==> src/hw/blend_pkg.sv <==
// pixel blender shared types, pipeline widths and alpha mode codes
package blend_pkg;

    typedef logic [3:0]  nib_t;             // 4-bit color or alpha nibble
    typedef logic [7:0]  byte_t;            // expanded channel or alpha weight
    typedef logic [15:0] word_t;            // 8x8 product

    // input pixel, ARGB 4:4:4:4
    typedef struct packed {
        nib_t a;                            // B: alpha, A: clamp + mode in [3:2]
        nib_t r;                            // red
        nib_t g;                            // green
        nib_t b;                            // blue
    } argb_t;

    // output pixel, RGB 4:4:4
    typedef struct packed {
        nib_t r;                            // red
        nib_t g;                            // green
        nib_t b;                            // blue
    } rgb_t;

    localparam int NUM_CHAN   = 3;          // red, green, blue
    localparam int PROD_SHIFT = 9;          // lsb of kept product field
    localparam int SUM_W      = 8;          // two 7-bit fields plus carry

    localparam logic [SUM_W-2:0] SAT_VAL = 7'h7F;   // clamped channel value

    localparam byte_t ALPHA_FULL = 8'hFF;   // layer fully weighted
    localparam byte_t ALPHA_NONE = 8'h00;   // layer dropped

    // A alpha nibble [3:2] selects how the layers combine
    localparam logic [1:0] MODE_BLEND     = 2'b00;  // A*(1-aB) + B*aB
    localparam logic [1:0] MODE_ADD_WRAP  = 2'b01;  // A + B*aB, wraps
    localparam logic [1:0] MODE_ADD_CLAMP = 2'b10;  // A + B*aB, saturates
    localparam logic [1:0] MODE_OPAQUE    = 2'b11;  // A only

    localparam int PIPE_LAT = 3;            // unpack, multiply, sum

endpackage

==> src/hw/blend_prod_if.sv <==
// stage 2 bundle, scaled channel products heading into the sum and clamp logic
`timescale 1ns/1ps

interface blend_prod_if
    import blend_pkg::*;
();

    word_t [NUM_CHAN-1:0] prod_a;           // A channel * alpha_a, [2] red
    word_t [NUM_CHAN-1:0] prod_b;           // B channel * alpha_b, [2] red
    logic                 clamp;            // saturate sum instead of wrap
    logic                 de;               // display enable
    logic                 hsync;            // horizontal sync
    logic                 vsync;            // vertical sync

    // mixer side
    modport src (
        output prod_a,
        output prod_b,
        output clamp,
        output de,
        output hsync,
        output vsync
    );

    // output side
    modport dst (
        input  prod_a,
        input  prod_b,
        input  clamp,
        input  de,
        input  hsync,
        input  vsync
    );

endinterface

==> src/hw/blend_stage_if.sv <==
// stage 1 bundle, unpacked colors and alpha weights heading into the multipliers
`timescale 1ns/1ps

interface blend_stage_if
    import blend_pkg::*;
();

    byte_t [NUM_CHAN-1:0] col_a;            // layer A channels, [2] red .. [0] blue
    byte_t [NUM_CHAN-1:0] col_b;            // layer B channels, same order
    byte_t                alpha_a;          // weight applied to A
    byte_t                alpha_b;          // weight applied to B
    logic                 clamp;            // saturate sum instead of wrap
    logic                 de;               // display enable
    logic                 hsync;            // horizontal sync
    logic                 vsync;            // vertical sync

    // unpack side
    modport src (
        output col_a,
        output col_b,
        output alpha_a,
        output alpha_b,
        output clamp,
        output de,
        output hsync,
        output vsync
    );

    // mixer side
    modport dst (
        input  col_a,
        input  col_b,
        input  alpha_a,
        input  alpha_b,
        input  clamp,
        input  de,
        input  hsync,
        input  vsync
    );

endinterface

==> src/hw/blend_mix.sv <==
// stage 2, scales every channel of both layers and keeps timing in step
`timescale 1ns/1ps

module blend_mix
    import blend_pkg::*;
(
    input  logic        clk,
    input  logic        arst_n_i,
    blend_stage_if.dst  stage_i,
    blend_prod_if.src   prod_o
);

    // one multiplier pair per channel, c = 2 red, 1 green, 0 blue
    for (genvar c = 0; c < NUM_CHAN; c++) begin : g_chan
        channel_mult u_mult (
            .clk       (clk),
            .arst_n_i  (arst_n_i),
            .col_a_i   (stage_i.col_a[c]),
            .col_b_i   (stage_i.col_b[c]),
            .alpha_a_i (stage_i.alpha_a),   // same weight for all channels
            .alpha_b_i (stage_i.alpha_b),
            .prod_a_o  (prod_o.prod_a[c]),
            .prod_b_o  (prod_o.prod_b[c])
        );
    end

    // match the multiplier register
    always_ff @(posedge clk or negedge arst_n_i) begin
        if (!arst_n_i) begin
            prod_o.clamp <= 1'b0;
            prod_o.de    <= 1'b0;
            prod_o.hsync <= 1'b0;
            prod_o.vsync <= 1'b0;
        end else begin
            prod_o.clamp <= stage_i.clamp;
            prod_o.de    <= stage_i.de;
            prod_o.hsync <= stage_i.hsync;
            prod_o.vsync <= stage_i.vsync;
        end
    end

endmodule

==> src/hw/blend_output.sv <==
// stage 3, adds the scaled layers, wraps or saturates, blanks outside display
`timescale 1ns/1ps

module blend_output
    import blend_pkg::*;
(
    input  logic        clk,
    input  logic        arst_n_i,
    blend_prod_if.dst   prod_i,
    output rgb_t        blend_rgb_o,        // 12-bit result pixel
    output logic        de_o,
    output logic        hsync_o,
    output logic        vsync_o
);

    logic [SUM_W-1:0]     sum [NUM_CHAN];   // per-channel A + B, carry on top
    logic [SUM_W-2:0]     kept [NUM_CHAN];  // after wrap or clamp
    nib_t [NUM_CHAN-1:0]  nib_d;            // output nibbles, [2] red

    always_comb begin
        for (int c = 0; c < NUM_CHAN; c++) begin
            // top 7 bits of each product, widened so the carry survives
            sum[c] = SUM_W'(prod_i.prod_a[c][PROD_SHIFT +: SUM_W-1])
                   + SUM_W'(prod_i.prod_b[c][PROD_SHIFT +: SUM_W-1]);

            if (prod_i.clamp && sum[c][SUM_W-1]) begin
                kept[c] = SAT_VAL;          // overflow pinned to max
            end else begin
                kept[c] = sum[c][SUM_W-2:0];    // carry dropped, wraps
            end

            nib_d[c] = kept[c][SUM_W-2 -: 4];   // bits 6:3
        end
    end

    // output register, black when display enable is low
    always_ff @(posedge clk or negedge arst_n_i) begin
        if (!arst_n_i) begin
            blend_rgb_o <= '0;
            de_o        <= 1'b0;
            hsync_o     <= 1'b0;
            vsync_o     <= 1'b0;
        end else begin
            if (prod_i.de) begin
                blend_rgb_o <= rgb_t'(nib_d);
            end else begin
                blend_rgb_o <= '0;          // blanking
            end
            de_o    <= prod_i.de;
            hsync_o <= prod_i.hsync;
            vsync_o <= prod_i.vsync;
        end
    end

endmodule

==> src/hw/blend_unpack.sv <==
// input stage, expands nibbles to bytes and selects the per-layer alpha weights
`timescale 1ns/1ps

module blend_unpack
    import blend_pkg::*;
(
    input  logic        clk,
    input  logic        arst_n_i,
    input  argb_t       color_a_i,          // foreground, alpha nibble holds mode
    input  argb_t       color_b_i,          // background, alpha nibble is weight
    input  logic        de_i,
    input  logic        hsync_i,
    input  logic        vsync_i,
    blend_stage_if.src  stage_o
);

    // replicate so 0x0 -> 0x00 and 0xF -> 0xFF
    function automatic byte_t expand(input nib_t n);
        return {n, n};
    endfunction

    logic [1:0]           mode;             // A mode bits
    nib_t                 alpha_nib_b;      // raw B alpha
    byte_t                alpha_a_d;        // next A weight
    byte_t                alpha_b_d;        // next B weight
    byte_t [NUM_CHAN-1:0] col_a_d;          // next A channels
    byte_t [NUM_CHAN-1:0] col_b_d;          // next B channels

    assign mode        = color_a_i.a[3:2];
    assign alpha_nib_b = color_b_i.a;

    // red ends up in the top slot
    assign col_a_d = {expand(color_a_i.r), expand(color_a_i.g), expand(color_a_i.b)};
    assign col_b_d = {expand(color_b_i.r), expand(color_b_i.g), expand(color_b_i.b)};

    always_comb begin
        alpha_a_d = ALPHA_FULL;             // A opaque unless blending
        alpha_b_d = expand(alpha_nib_b);
        case (mode)
            MODE_BLEND: begin
                alpha_a_d = expand(~alpha_nib_b);   // complement of B weight
                alpha_b_d = expand(alpha_nib_b);
            end
            MODE_ADD_WRAP, MODE_ADD_CLAMP: begin
                alpha_a_d = ALPHA_FULL;     // A at full strength
                alpha_b_d = expand(alpha_nib_b);
            end
            MODE_OPAQUE: begin
                alpha_a_d = ALPHA_FULL;
                alpha_b_d = ALPHA_NONE;     // B hidden
            end
        endcase
    end

    // stage 1 register, colors and timing move together
    always_ff @(posedge clk or negedge arst_n_i) begin
        if (!arst_n_i) begin
            stage_o.col_a   <= '0;
            stage_o.col_b   <= '0;
            stage_o.alpha_a <= '0;
            stage_o.alpha_b <= '0;
            stage_o.clamp   <= 1'b0;
            stage_o.de      <= 1'b0;
            stage_o.hsync   <= 1'b0;
            stage_o.vsync   <= 1'b0;
        end else begin
            stage_o.col_a   <= col_a_d;
            stage_o.col_b   <= col_b_d;
            stage_o.alpha_a <= alpha_a_d;
            stage_o.alpha_b <= alpha_b_d;
            stage_o.clamp   <= color_a_i.a[3];      // A bit 15
            stage_o.de      <= de_i;
            stage_o.hsync   <= hsync_i;
            stage_o.vsync   <= vsync_i;
        end
    end

endmodule

==> src/hw/channel_mult.sv <==
// one color channel, registered A and B products against their alpha weights
`timescale 1ns/1ps

module channel_mult
    import blend_pkg::*;
(
    input  logic    clk,
    input  logic    arst_n_i,
    input  byte_t   col_a_i,                // A channel, expanded
    input  byte_t   col_b_i,                // B channel, expanded
    input  byte_t   alpha_a_i,              // A weight
    input  byte_t   alpha_b_i,              // B weight
    output word_t   prod_a_o,               // col_a * alpha_a
    output word_t   prod_b_o                // col_b * alpha_b
);

    word_t prod_a_d;                        // unregistered A product
    word_t prod_b_d;                        // unregistered B product

    // unsigned 8x8, full 16-bit result
    assign prod_a_d = word_t'(col_a_i) * word_t'(alpha_a_i);
    assign prod_b_d = word_t'(col_b_i) * word_t'(alpha_b_i);

    // output register, one pair per channel
    always_ff @(posedge clk or negedge arst_n_i) begin
        if (!arst_n_i) begin
            prod_a_o <= '0;
            prod_b_o <= '0;
        end else begin
            prod_a_o <= prod_a_d;
            prod_b_o <= prod_b_d;
        end
    end

endmodule

==> src/hw/video_blend.sv <==
// two-layer ARGB pixel blender, three-stage pipeline with sync carried alongside
`timescale 1ns/1ps

module video_blend
    import blend_pkg::*;
(
    input  logic    clk,
    input  logic    arst_n_i,
    input  argb_t   color_a_i,              // foreground, mode in alpha nibble
    input  argb_t   color_b_i,              // background with alpha
    input  logic    de_i,
    input  logic    hsync_i,
    input  logic    vsync_i,
    output rgb_t    blend_rgb_o,            // result, PIPE_LAT cycles later
    output logic    de_o,
    output logic    hsync_o,
    output logic    vsync_o
);

    blend_stage_if stage_if ();             // unpack -> mix
    blend_prod_if  prod_if ();              // mix -> output

    // stage 1
    blend_unpack u_unpack (
        .clk       (clk),
        .arst_n_i  (arst_n_i),
        .color_a_i (color_a_i),
        .color_b_i (color_b_i),
        .de_i      (de_i),
        .hsync_i   (hsync_i),
        .vsync_i   (vsync_i),
        .stage_o   (stage_if.src)
    );

    // stage 2
    blend_mix u_mix (
        .clk       (clk),
        .arst_n_i  (arst_n_i),
        .stage_i   (stage_if.dst),
        .prod_o    (prod_if.src)
    );

    // stage 3
    blend_output u_output (
        .clk         (clk),
        .arst_n_i    (arst_n_i),
        .prod_i      (prod_if.dst),
        .blend_rgb_o (blend_rgb_o),
        .de_o        (de_o),
        .hsync_o     (hsync_o),
        .vsync_o     (vsync_o)
    );

endmodule

==> config.mk <==
export PLATFORM = sky130hd
export DESIGN_NAME = video_blend
export DESIGN_NICKNAME = d
export VERILOG_FILES = /design/src/hw/blend_pkg.sv /design/src/hw/blend_prod_if.sv /design/src/hw/blend_stage_if.sv /design/src/hw/blend_mix.sv /design/src/hw/blend_output.sv /design/src/hw/blend_unpack.sv /design/src/hw/channel_mult.sv /design/src/hw/video_blend.sv
export SDC_FILE = /design/constraint.sdc
export NUM_CORES = 1
export LEC_CHECK = 0
export BUFFER_PORTS_ARGS = -buffer_cell sky130_fd_sc_hd__buf_2
export CORE_ASPECT_RATIO = 0.9
export CORE_UTILIZATION = 60
export CTS_CLUSTER_DIAMETER = 120
export DETAILED_ROUTE_END_ITERATION = 6
export GPL_ROUTABILITY_DRIVEN = 0
export PLACE_DENSITY = 0.82
export SYNTH_ARGS = -nofsm -noshare
export SYNTH_HDL_FRONTEND = slang
export SYNTH_SLANG_ARGS = --single-unit
==> constraint.sdc <==
create_clock -name clk -period 11.8 [get_ports clk]
set_input_delay 2.36 -clock clk [delete_from_list [all_inputs] [get_ports clk]]
set_output_delay 2.36 -clock clk [all_outputs]
set_load 0.03 [all_outputs]
==> results of run 1 <==
[cell usage in the layout (no fill, tap or decap), types with 8 or more instances in the layout]
cell       synthesis  final
a21oi_1           41     41
xor2_1            28     28
fa_1             162    162
nor2_1            38     38
ha_1             235    235
a31o_2            12     12
clkbuf_16          0      9
o21ai_0           17     17
nand2_1           85     85
xnor2_1           42     42
dfrtp_1           97     97
buf_2              2     48
inv_1            356    356
o31ai_1            9      9
o21ai_1            8      8
and2_1            42     42
a21o_1            24     24
nor3_1            11     11
or2_2              8      8
[power by group]
part / internal [mW] / switching [mW]
combinational: 0.811 / 1.04
clock: 0.166 / 0.136
sequential: 0.442 / 0.0433
total: 1.42 / 1.22
[layer usage]
layer | up-vias | routed length, um | share of wire
li1 | 4228 | - | -
met1 | 4325 | 10100 | 0.42
met2 | 193 | 12500 | 0.52
met3 | 48 | 1050 | 0.043
met4 | 0 | 568 | 0.023
met5 | - | 0 | 0
[final cells by class]
class,count,area (sq um)
Multi-Input combinational cell,847,8980
Inverter,358,1340
Clock buffer,9,225
Tap cell,286,358
Fill cell,1653,7170
Sequential cell,97,2430
Clock inverter,7,76.3
Timing Repair Buffer,50,255
[per-stage QoR]
step	hold slack (ps)	cells	power (mW)
after global placement	334	1638	2.24
after floorplan	331	1312	1.93
after CTS	351	1654	2.66
final	350	1654	2.64
after detailed placement	335	1638	2.33
after global routing	359	1654	2.95
[worst max path at each step]
stage | start | cells past startpoint | end
2_1_floorplan | u_unpack.stage_o.alpha_b[4]$_DFF_PN0_ | 16 | u_mix.g_chan[1].u_mult.prod_b_o[13]$_DFF_PN0_
3_3_place_gp | u_unpack.stage_o.alpha_b[4]$_DFF_PN0_ | 15 | u_mix.g_chan[1].u_mult.prod_b_o[13]$_DFF_PN0_
3_5_place_dp | u_unpack.stage_o.alpha_a[4]$_DFF_PN0_ | 16 | u_mix.g_chan[1].u_mult.prod_a_o[15]$_DFF_PN0_
4_1_cts | u_unpack.stage_o.alpha_a[4]$_DFF_PN0_ | 16 | u_mix.g_chan[1].u_mult.prod_a_o[15]$_DFF_PN0_
5_1_grt | u_unpack.stage_o.alpha_a[4]$_DFF_PN0_ | 16 | u_mix.g_chan[1].u_mult.prod_a_o[15]$_DFF_PN0_
6_report | u_unpack.stage_o.alpha_a[4]$_DFF_PN0_ | 16 | u_mix.g_chan[1].u_mult.prod_a_o[15]$_DFF_PN0_
[registers in the layout, indices dropped and copies added, names as in the netlist, 4 cells and up]
name / flops
u_unpack.stage_o.alpha_a: 4
u_mix.g_chan.u_mult.prod_b_o: 21
u_unpack.stage_o.col_a: 12
u_unpack.stage_o.alpha_b: 4
u_output.blend_rgb_o: 12
u_mix.g_chan.u_mult.prod_a_o: 21
u_unpack.stage_o.col_b: 12
[worst reg2reg max path, delay by kind of cell, from the launching register on]
family | cells | cell delay [ps]
fa+ha+maj | 5 | 1960
compound gates | 5 | 1380
buf+inv | 2 | 120
flops | 1 | 750
xor+xnor | 1 | 190
simple gates | 3 | 640
[kinds of logic (layout without fill, tap and decap cells)]
group / count (synthesis) / in the layout / share of synthesized area
flops: 97 / 97 / 0.190
xor+xnor: 70 / 70 / 0.0479
compound gates: 159 / 159 / 0.0864
mux: 1 / 1 / 0.000783
simple gates: 220 / 220 / 0.0834
fa+ha+maj: 397 / 397 / 0.483
buf+inv: 368 / 424 / 0.108
[synthesized netlist by cell type (6+ instances only)]
cell,instances,area share
inv_1,356,0.10
ha_1,235,0.23
fa_1,162,0.25
dfrtp_1,97,0.19
nand2_1,85,0.025
and2_1,42,0.021
xnor2_1,42,0.029
a21oi_1,41,0.016
nor2_1,38,0.011
xor2_1,28,0.019
a21o_1,24,0.014
o21ai_0,17,0.0067
a31o_2,12,0.0082
nor3_1,11,0.0043
o31ai_1,9,0.0053
clkbuf_1,8,0.0023
o21ai_1,8,0.0031
or2_2,8,0.0039
a31oi_1,6,0.0029
nand2b_1,6,0.0029
==> impl_metrics.toml, run 1 <==
[run_status]
run_status = "finished clean"

[finish]
area_growth_pct = 6.84
antenna_diode_instance_count = 0
drive_gt1_frac = 0.0687
layout.core_utilization = 0.656
final_nets = 1797
stdcell_area_sq_mm = 0.0137

[placed_design]
place_worst_setup_slack_ps = 6750
detailed_place.area_sq_mm = 0.0134
portBuffers = 49
dp.final_hpwl_mm = 20.7

[setup_path]
critical_path_cell_list = "nand2_1, xor2_1, ha_1, a31o_2, fa_1, inv_1, fa_1, inv_1, fa_1, ha_1, nor3_1, o31ai_4, a221oi_2, a211o_1, nand2b_1, a311oi_2"
worstReg2RegStart = "u_unpack.stage_o.alpha_a[4]$_DFF_PN0_"
crit_end_category = "flip-flop"
cp-start-kind = "flip-flop"
critical-path-slowest-cell = "dfrtp_1"
critPathRequiredTime_ps = 12050
timing.critical_path.arrival_ps = 5410
cpMostUsedCell = "fa_1"
reg2reg_setup_slack_ps = 6650
crit_type = "flip-flop to flip-flop"
register_to_register_path_depth = 16
worst-path-max-fanout = 15
category_of_cells_accounting_for_the_largest_share_of_critical_path_delay = "adder cells"
critical_path.n_buffers_inverters = 2
timing.rr.end = "u_mix.g_chan[1].u_mult.prod_a_o[15]$_DFF_PN0_"
worst_path_largest_cell_delay_ps = 750

[floorplanning]
die_height_um = 141
core_sq_mm = 0.0208
die_x_um = 156
rows = 50
floorplan.die_area_sq_mm = 0.0219
initial_utilization = 0.614
ioPinCount = 52

[grt]
via_count_of_the_first_global_routing_pass = 9548
antenna_found_initial = 0
grt_pass1_wl_mm = 42.4
overflow = 0
routing_usage_on_met2 = 0.441
gr-usage-met3 = 0.0337
grt_use_met1 = 0.304
grt_usage = 0.245
busiest_layer = "met2"
grt_start_max_net_pins = 52

[timing]
layout_setup_ws_ps = 6650
count_of_final_hold_check_violations = 0
totalNegativeSetupSlack_ps = 0
period_needed_ps = 5150
rsz0062_at_grt = "false"
setup_violating_endpoint_count_in_the_final_report = 0
maximum_achievable_frequency_mhz = 194
drv_slew = 0
finClkSkew_ps = 8.41
worst_slew_pin_slew_ps = 695
timing.max_slew.rel_slack = 0.537
final.period_utilization = 0.437

[clocking]
cts_tree = "yes"
cts_resized = 0
cts.path.max_buffers = 2
h-tree-depth = 3
clock_insertion_delay_worst_skew_ps = 350
post-cts-setup-buffers = 0
cts_inserted_buffers = 9
clockRootBuffer = "clkbuf_16"
cts_sinks = 97
clkTransAtPathRegs_ps = 70
postCtsHoldBufs = 0

[synth]
synth_area_per_cell_sq_um = 9.75
synth_sequential_area_ratio = 0.190
synth_edf_count = 0
flop_and_latch_count_out_of_synthesis = 97
synth_cell_type_count = 58
synthesis.area_sq_mm = 0.0128
async_set_or_reset_register_ratio_after_synthesis = 1.00
dominantRegCellSynth = "dfrtp_1"
synth_warnings = 0
syn_nets = 1746
number_of_standard_cells_after_synthesis = 1312

[detailed_routing]
drtIter0Drc = 323
drt-vias-per-instance = 5.32
ant_nets = 0
drt_wl_total_mm = 24.2
wl_per_cell_um = 14.7
first_pass_iters = 4
remaining_drc_errors = 0
vias = 8794

[power]
cellLeakagePower_nw = 7.79
powerDensity_mw_per_mm2 = 193
ir_drop_worst_vdd_mv = 0.114

[worst_hold_path]
min_path_cells = 0
min_from = "u_unpack.stage_o.de$_DFF_PN0_"
min_delay_worst_endpoint = "u_mix.prod_o.de$_DFF_PN0_"
hp-class = "flip-flop to flip-flop"

[flow_run]
maxCapViolations = 0
Power figures use the tool's default switching activity.
==> run 2: changes to the inputs <==
==> constraint.sdc (replaced) <==
create_clock -name clk -period 4.98 [get_ports clk]
set_input_delay 0.996 -clock clk [delete_from_list [all_inputs] [get_ports clk]]
set_output_delay 0.996 -clock clk [all_outputs]
set_load 0.03 [all_outputs]
==> run 2 against run 1 <==
  * Sequential power is 140% higher
  * Flip-flop and latch count is the same
  * Clock power up 120%
  * Clock skew increased by 2.1 ps
  * Die area stayed put
  * Via count is essentially flat
  * Non-clock buffer count grew 13
  * Total power up 140%
  * Wire length is 1.6% higher
  * Critical path depth did not move
  * Sequential share of layout area fell by 0.10 points
  * Largest power group unchanged
==> impl_metrics.toml, run 2 (synthesis results as in run 1) <==
[clocking]
clockRootBuffer = "clkbuf_16"
cts_inserted_buffers = 9
h-tree-depth = 3
post-cts-setup-buffers = 0
postCtsHoldBufs = 0
clock_insertion_delay_worst_skew_ps = 350
cts_resized = 0
cts_sinks = 97
cts_tree = "yes"
cts.path.max_buffers = 2
clkTransAtPathRegs_ps = 60

[placed_design]
detailed_place.area_sq_mm = 0.0135
portBuffers = 49
dp.final_hpwl_mm = 21.2

[finish]
final.fill_count = 1596
final_common_cell = "inv_1"
stdcell_area_sq_mm = 0.0138
area_growth_pct = 7.55
most-common-layout-cells = "356 x inv_1, 235 x ha_1, 162 x fa_1, 95 x dfrtp_1, 85 x nand2_1"
drive_gt1_frac = 0.0789
antenna_diode_instance_count = 0
layout_top_registers = "u_mix.g_chan.u_mult.prod_a_o: 21 flops, u_mix.g_chan.u_mult.prod_b_o: 21 flops"
final_nets = 1810

[setup_path]
critPathRequiredTime_ps = 5210
crit_end_category = "flip-flop"
register_to_register_path_depth = 16
crit_type = "flip-flop to flip-flop"
timing.critical_path.arrival_ps = 5000
cp-start-kind = "flip-flop"
worst-path-max-fanout = 11

[timing]
count_of_final_hold_check_violations = 0
rsz0062_at_grt = "false"
period_needed_ps = 4770
finClkSkew_ps = 10.5
setup_violating_endpoint_count_in_the_final_report = 0
drv_slew = 0
final.period_utilization = 0.959
timing.hold.ws_ps = 348
maximum_achievable_frequency_mhz = 209
totalNegativeSetupSlack_ps = 0
timing.max_slew.rel_slack = 0.336
worst_slew_pin_slew_ps = 996

[flow_run]
maxCapViolations = 0

[detailed_routing]
wl_per_cell_um = 14.8
drt-vias-per-instance = 5.28
first_pass_iters = 5
ant_nets = 0
drt_wl_total_mm = 24.6
drtIter0Drc = 316
vias = 8799
remaining_drc_errors = 0

[power]
powerDensity_mw_per_mm2 = 454
ir_drop_worst_vdd_mv = 0.270
cellLeakagePower_nw = 7.84
overall_power_after_layout_mw = 6.24

[floorplanning]
die_x_um = 156
floorplan.die_area_sq_mm = 0.0219
core_sq_mm = 0.0208
initial_utilization = 0.614
ioPinCount = 52
die_height_um = 141
rows = 50

[grt]
grt_pass1_wl_mm = 43.0
overflow = 0
grt_usage = 0.249
via_count_of_the_first_global_routing_pass = 9787
grt_start_max_net_pins = 77
antenna_found_initial = 0

[run_status]
run_status = "finished clean"

[worst_hold_path]
min_path_cells = 0
hp-class = "flip-flop to flip-flop"
[run 2: cell types whose count changed in the layout (fill, tap and decap cells not counted)]
cell        delta
buf_12         +1
dfrtp_1        -2
clkinv_4       -1
buf_4         +12
bufinv_16      -1
clkinv_2       +1
dfrtp_2        +2
clkinvlp_4     +1
clkbuf_8       +1
inv_6          -1
[run 2: metal layers]
metal  vias up  GRT usage  routed length [um]
li1       4252          -                   -
met5         -          0                   0
met4         0     0.0624                 391
met2       189      0.465               12900
met3        38     0.0368                1030
met1      4320      0.297               10300
[run 2: layout make-up]
class	count	area, sq um	share of cell area
multi-input cells	847	8980	0.653
well taps	286	358	0.0260
inverters	358	1340	0.0977
repair buffers	63	365	0.0266
flip-flops and latches	97	2430	0.177
clock buffers	10	239	0.0174
clock inverters	6	41.3	0.00300
[run 2: stage by stage]
step / util / instances / worst slack [ps]
after global placement: 0.647 / 1651 / 337
final: 0.660 / 1667 / 206
after floorplan: - / 1312 / 401
after global routing: 0.660 / 1667 / 13.4
after detailed placement: 0.647 / 1651 / 212
after CTS: 0.660 / 1667 / 182
[run 2: critical path, stage by stage (launching register included)]
cell	delay (ps)
dfrtp_1	620
nand2_1	200
xor2_1	180
ha_1	200
a31o_2	240
fa_1	530
inv_1	50
fa_1	530
inv_1	50
fa_1	440
ha_1	210
nor3_1	330
o31ai_4	120
a221oi_2	380
a21oi_1	170
or2_1	250
xor2_1	150
[run 2: final timing paths]
| path | startpoint | slack (ps) | endpoint |
|---|---|---|---|
| worst max-delay path | u_unpack.stage_o.alpha_a[4]$_DFF_PN0_ | 210 | u_mix.g_chan[1].u_mult.prod_a_o[12]$_DFF_PN0_ |
| min in group asynchronous | arst_n_i | 810 | u_unpack.stage_o.col_a[14]$_DFF_PN0_ |
| worst max register to register | u_unpack.stage_o.alpha_a[4]$_DFF_PN0_ | 210 | u_mix.g_chan[1].u_mult.prod_a_o[12]$_DFF_PN0_ |
| max in group asynchronous | arst_n_i | 3340 | u_output.blend_rgb_o[11]$_DFF_PN0_ |
| worst min register to register | u_unpack.stage_o.de$_DFF_PN0_ | 350 | u_mix.prod_o.de$_DFF_PN0_ |
| worst min-delay path | u_unpack.stage_o.de$_DFF_PN0_ | 350 | u_mix.prod_o.de$_DFF_PN0_ |
[run 2: power by group]
group | internal, mW | switching [mW] | total [mW]
registers | 1.05 | 0.0990 | 1.15
clock network | 0.352 | 0.309 | 0.661
logic | 1.95 | 2.48 | 4.43
==> run 3: changes to the inputs <==
--- a/config.mk
+++ b/config.mk
@@ -5,6 +5,7 @@
 export SDC_FILE = /design/constraint.sdc
 export NUM_CORES = 1
 export LEC_CHECK = 0
+export ABC_AREA = 1
 export BUFFER_PORTS_ARGS = -buffer_cell sky130_fd_sc_hd__buf_2
 export CORE_ASPECT_RATIO = 0.9
 export CORE_UTILIZATION = 60
==> run 3 against run 2 <==
  * Flip-flop and latch count is the same
  * Largest power group unchanged
  * Via count up 30%
  * Critical endpoint is now u_mix.g_chan[0].u_mult.prod_a_o[14]$_DFF_PN0_
  * Count of clock-buffer cells in the layout decreased by 1
  * Sequential power about the same
  * Highest routed layer unchanged
  * Total power increased by 24%
==> impl_metrics.toml, run 3 <==
[power]
power.clock.fraction = 0.095
total_switching_power_mw = 4.12
cellLeakagePower_nw = 9.22
overall_power_after_layout_mw = 7.73
cell_internal_pwr_mw = 3.61
sequential_cell_fraction_of_total_power = 0.153
combinational_cell_fraction_of_total_power = 0.752
ir_drop_worst_vdd_mv = 0.466
powerDensity_mw_per_mm2 = 510
power_switching_share = 0.533

[finish]
final_common_cell = "inv_1"
area_growth_pct = 6.27
antenna_diode_instance_count = 0
most-common-layout-cells = "477 x inv_1, 405 x nand2_1, 235 x ha_1, 162 x fa_1, 97 x dfrtp_1"
layout_top_registers = "u_mix.g_chan.u_mult.prod_a_o: 21 flops, u_mix.g_chan.u_mult.prod_b_o: 21 flops"
final_nets = 2278
final.fill_count = 1904
drive_gt1_frac = 0.0481
layout.core_utilization = 0.649
storage_cell_area_sq_mm = 0.00243
multi_input_comb_area_sq_mm = 0.00997

[clocking]
cts_inserted_buffers = 9
postCtsHoldBufs = 0
cts_sinks = 97
cts_tree = "yes"
clkTransAtPathRegs_ps = 80
cts_resized = 0
clock_insertion_delay_worst_skew_ps = 360
cts.path.max_buffers = 2
clockRootBuffer = "clkbuf_16"
post-cts-setup-buffers = 0
h-tree-depth = 3

[timing]
setup_violating_endpoint_count_in_the_final_report = 0
timing.max_slew.rel_slack = 0.558
finClkSkew_ps = 13.5
totalNegativeSetupSlack_ps = 0
rsz0062_at_grt = "false"
worst_slew_pin_slew_ps = 663
final.period_utilization = 0.916
maximum_achievable_frequency_mhz = 219
count_of_final_hold_check_violations = 0
period_needed_ps = 4560
drv_slew = 0

[synth]
synth_area_leader_cell = "fa_1"
dominantRegCellSynth = "dfrtp_1"
synth_warnings = 0
synth-adder-area-share = 0.434
synth_sequential_area_ratio = 0.170
yosys-top-cells-count = "477 x inv_1, 405 x nand2_1, 235 x ha_1"
synth.top_cell.area_share = 0.228
ys_top_cells_by_area = "fa_1 23%, ha_1 21%, dfrtp_1 17%"
multiplexer_area_fraction_after_synthesis = 0
synthMostInstantiatedCell = "inv_1"
synth_simple_gate_area_frac = 0.175
post_synth_xor_xnor_area = 0.0234
async_set_or_reset_register_ratio_after_synthesis = 1.00
synth_edf_count = 0
synth_area_per_cell_sq_um = 7.96
synthesis.area_sq_mm = 0.0143
combinational_family_with_the_most_area_after_synthesis = "adder cells"
syn_nets = 2224
number_of_standard_cells_after_synthesis = 1790
synth_cell_type_count = 35
synth-compound-area-share = 0.0676
flop_and_latch_count_out_of_synthesis = 97

[detailed_routing]
drt_wl_total_mm = 29.9
ant_nets = 0
first_pass_iters = 5
drtIter0Drc = 810
wl_per_cell_um = 13.9
vias = 11400
drt-vias-per-instance = 5.32
remaining_drc_errors = 0

[floorplanning]
die_x_um = 164
floorplan.die_area_sq_mm = 0.0244
rows = 53
die_height_um = 148
core_sq_mm = 0.0233
initial_utilization = 0.611
ioPinCount = 52

[worst_hold_path]
hp-class = "flip-flop to flip-flop"

[grt]
antenna_found_initial = 0
grt_usage = 0.270
grt_pass1_wl_mm = 52.6
via_count_of_the_first_global_routing_pass = 11900
grt_start_max_net_pins = 54
overflow = 0

[flow_run]
maxCapViolations = 0

[setup_path]
crit_end_category = "flip-flop"
critPathRequiredTime_ps = 5240
timing.critical_path.arrival_ps = 4820
worst-path-max-fanout = 12
crit_type = "flip-flop to flip-flop"
cp-start-kind = "flip-flop"

[placed_design]
portBuffers = 49
dp.final_hpwl_mm = 26.1

[run_status]
run_status = "finished clean"
run 3: changes by cell type in the layout (fill, tap and decap cells not counted), moves of 32 or more:
cell / change
nand3_1: +54
and2_1: -40
inv_1: +121
nor2_1: +46
a21oi_1: +52
nand2_1: +320
xnor2_1: -32
run 3: logic make-up after synthesis:
family,Yosys count
compound gates,171
simple gates,601
xor+xnor,38
fa+ha+maj,397
flops,97
buf+inv,486
run 3: cell type report:
class / count / area share
Clock buffer: 9 / 0.0149
Inverter: 477 / 0.118
Sequential cell: 97 / 0.160
Multi-Input combinational cell: 1207 / 0.658
Clock inverter: 7 / 0.00562
Tap cell: 302 / 0.0249
Timing Repair Buffer: 52 / 0.0178
run 3: critical path: stages (launching register included):
cell and delay, ps:
dfrtp_1 680, nand2_1 290, xor2_1 230, ha_1 210
nor2_1 280, inv_1 120, fa_1 560, inv_1 60
fa_1 440, fa_1 510, inv_1 50, ha_1 300
a21oi_1 200, o21ai_0 140, a21oi_1 210, nand2_1 70
nand2_1 60, nand2_1 40
run 3: path summary, 6_finish.rpt:
check	startpoint	endpoint	slack [ps]	cells after the start
setup / recovery	u_unpack.stage_o.alpha_a[4]$_DFF_PN0_	u_mix.g_chan[0].u_mult.prod_a_o[14]$_DFF_PN0_	420	17
hold / removal	u_mix.prod_o.vsync$_DFF_PN0_	u_output.vsync_o$_DFF_PN0_	360	0
setup reg to reg	u_unpack.stage_o.alpha_a[4]$_DFF_PN0_	u_mix.g_chan[0].u_mult.prod_a_o[14]$_DFF_PN0_	420	17
hold reg to reg	u_mix.prod_o.vsync$_DFF_PN0_	u_output.vsync_o$_DFF_PN0_	360	0
max in group asynchronous	arst_n_i	u_mix.g_chan[0].u_mult.prod_b_o[12]$_DFF_PN0_	3260	2
min in group asynchronous	arst_n_i	u_unpack.stage_o.col_a[6]$_DFF_PN0_	640	1
run 3: power by group through the flow:
stage	clock network (mW)	logic [mW]	registers, mW
CTS	0.748	5.79	1.18
finish	0.737	5.81	1.18
floorplan	0	4.40	1.20
global route	0.784	6.77	1.19
detailed placement	0	5.73	1.19
global placement	0	5.49	1.19
run 3: layer usage:
layer,routed length [um],global-route usage,vias up
li1,-,-,5557
met1,12900,0.343,5517
met2,15000,0.483,310
met3,1360,0.0296,58
met4,664,0.0766,0
met5,0,0,-
run 3: through the flow:
| step | setup WS, ps | hold slack (ps) | cells | cell area [sq um] |
|---|---|---|---|---|
| final | 420 | 358 | 2151 | 15100 |
| after CTS | 490 | 359 | 2151 | 15100 |
| after global routing | 100 | 364 | 2151 | 15100 |
| after detailed placement | 503 | 343 | 2135 | 14800 |
| after global placement | 607 | 333 | 2135 | 14800 |
| after floorplan | 986 | 331 | 1790 | 14300 |
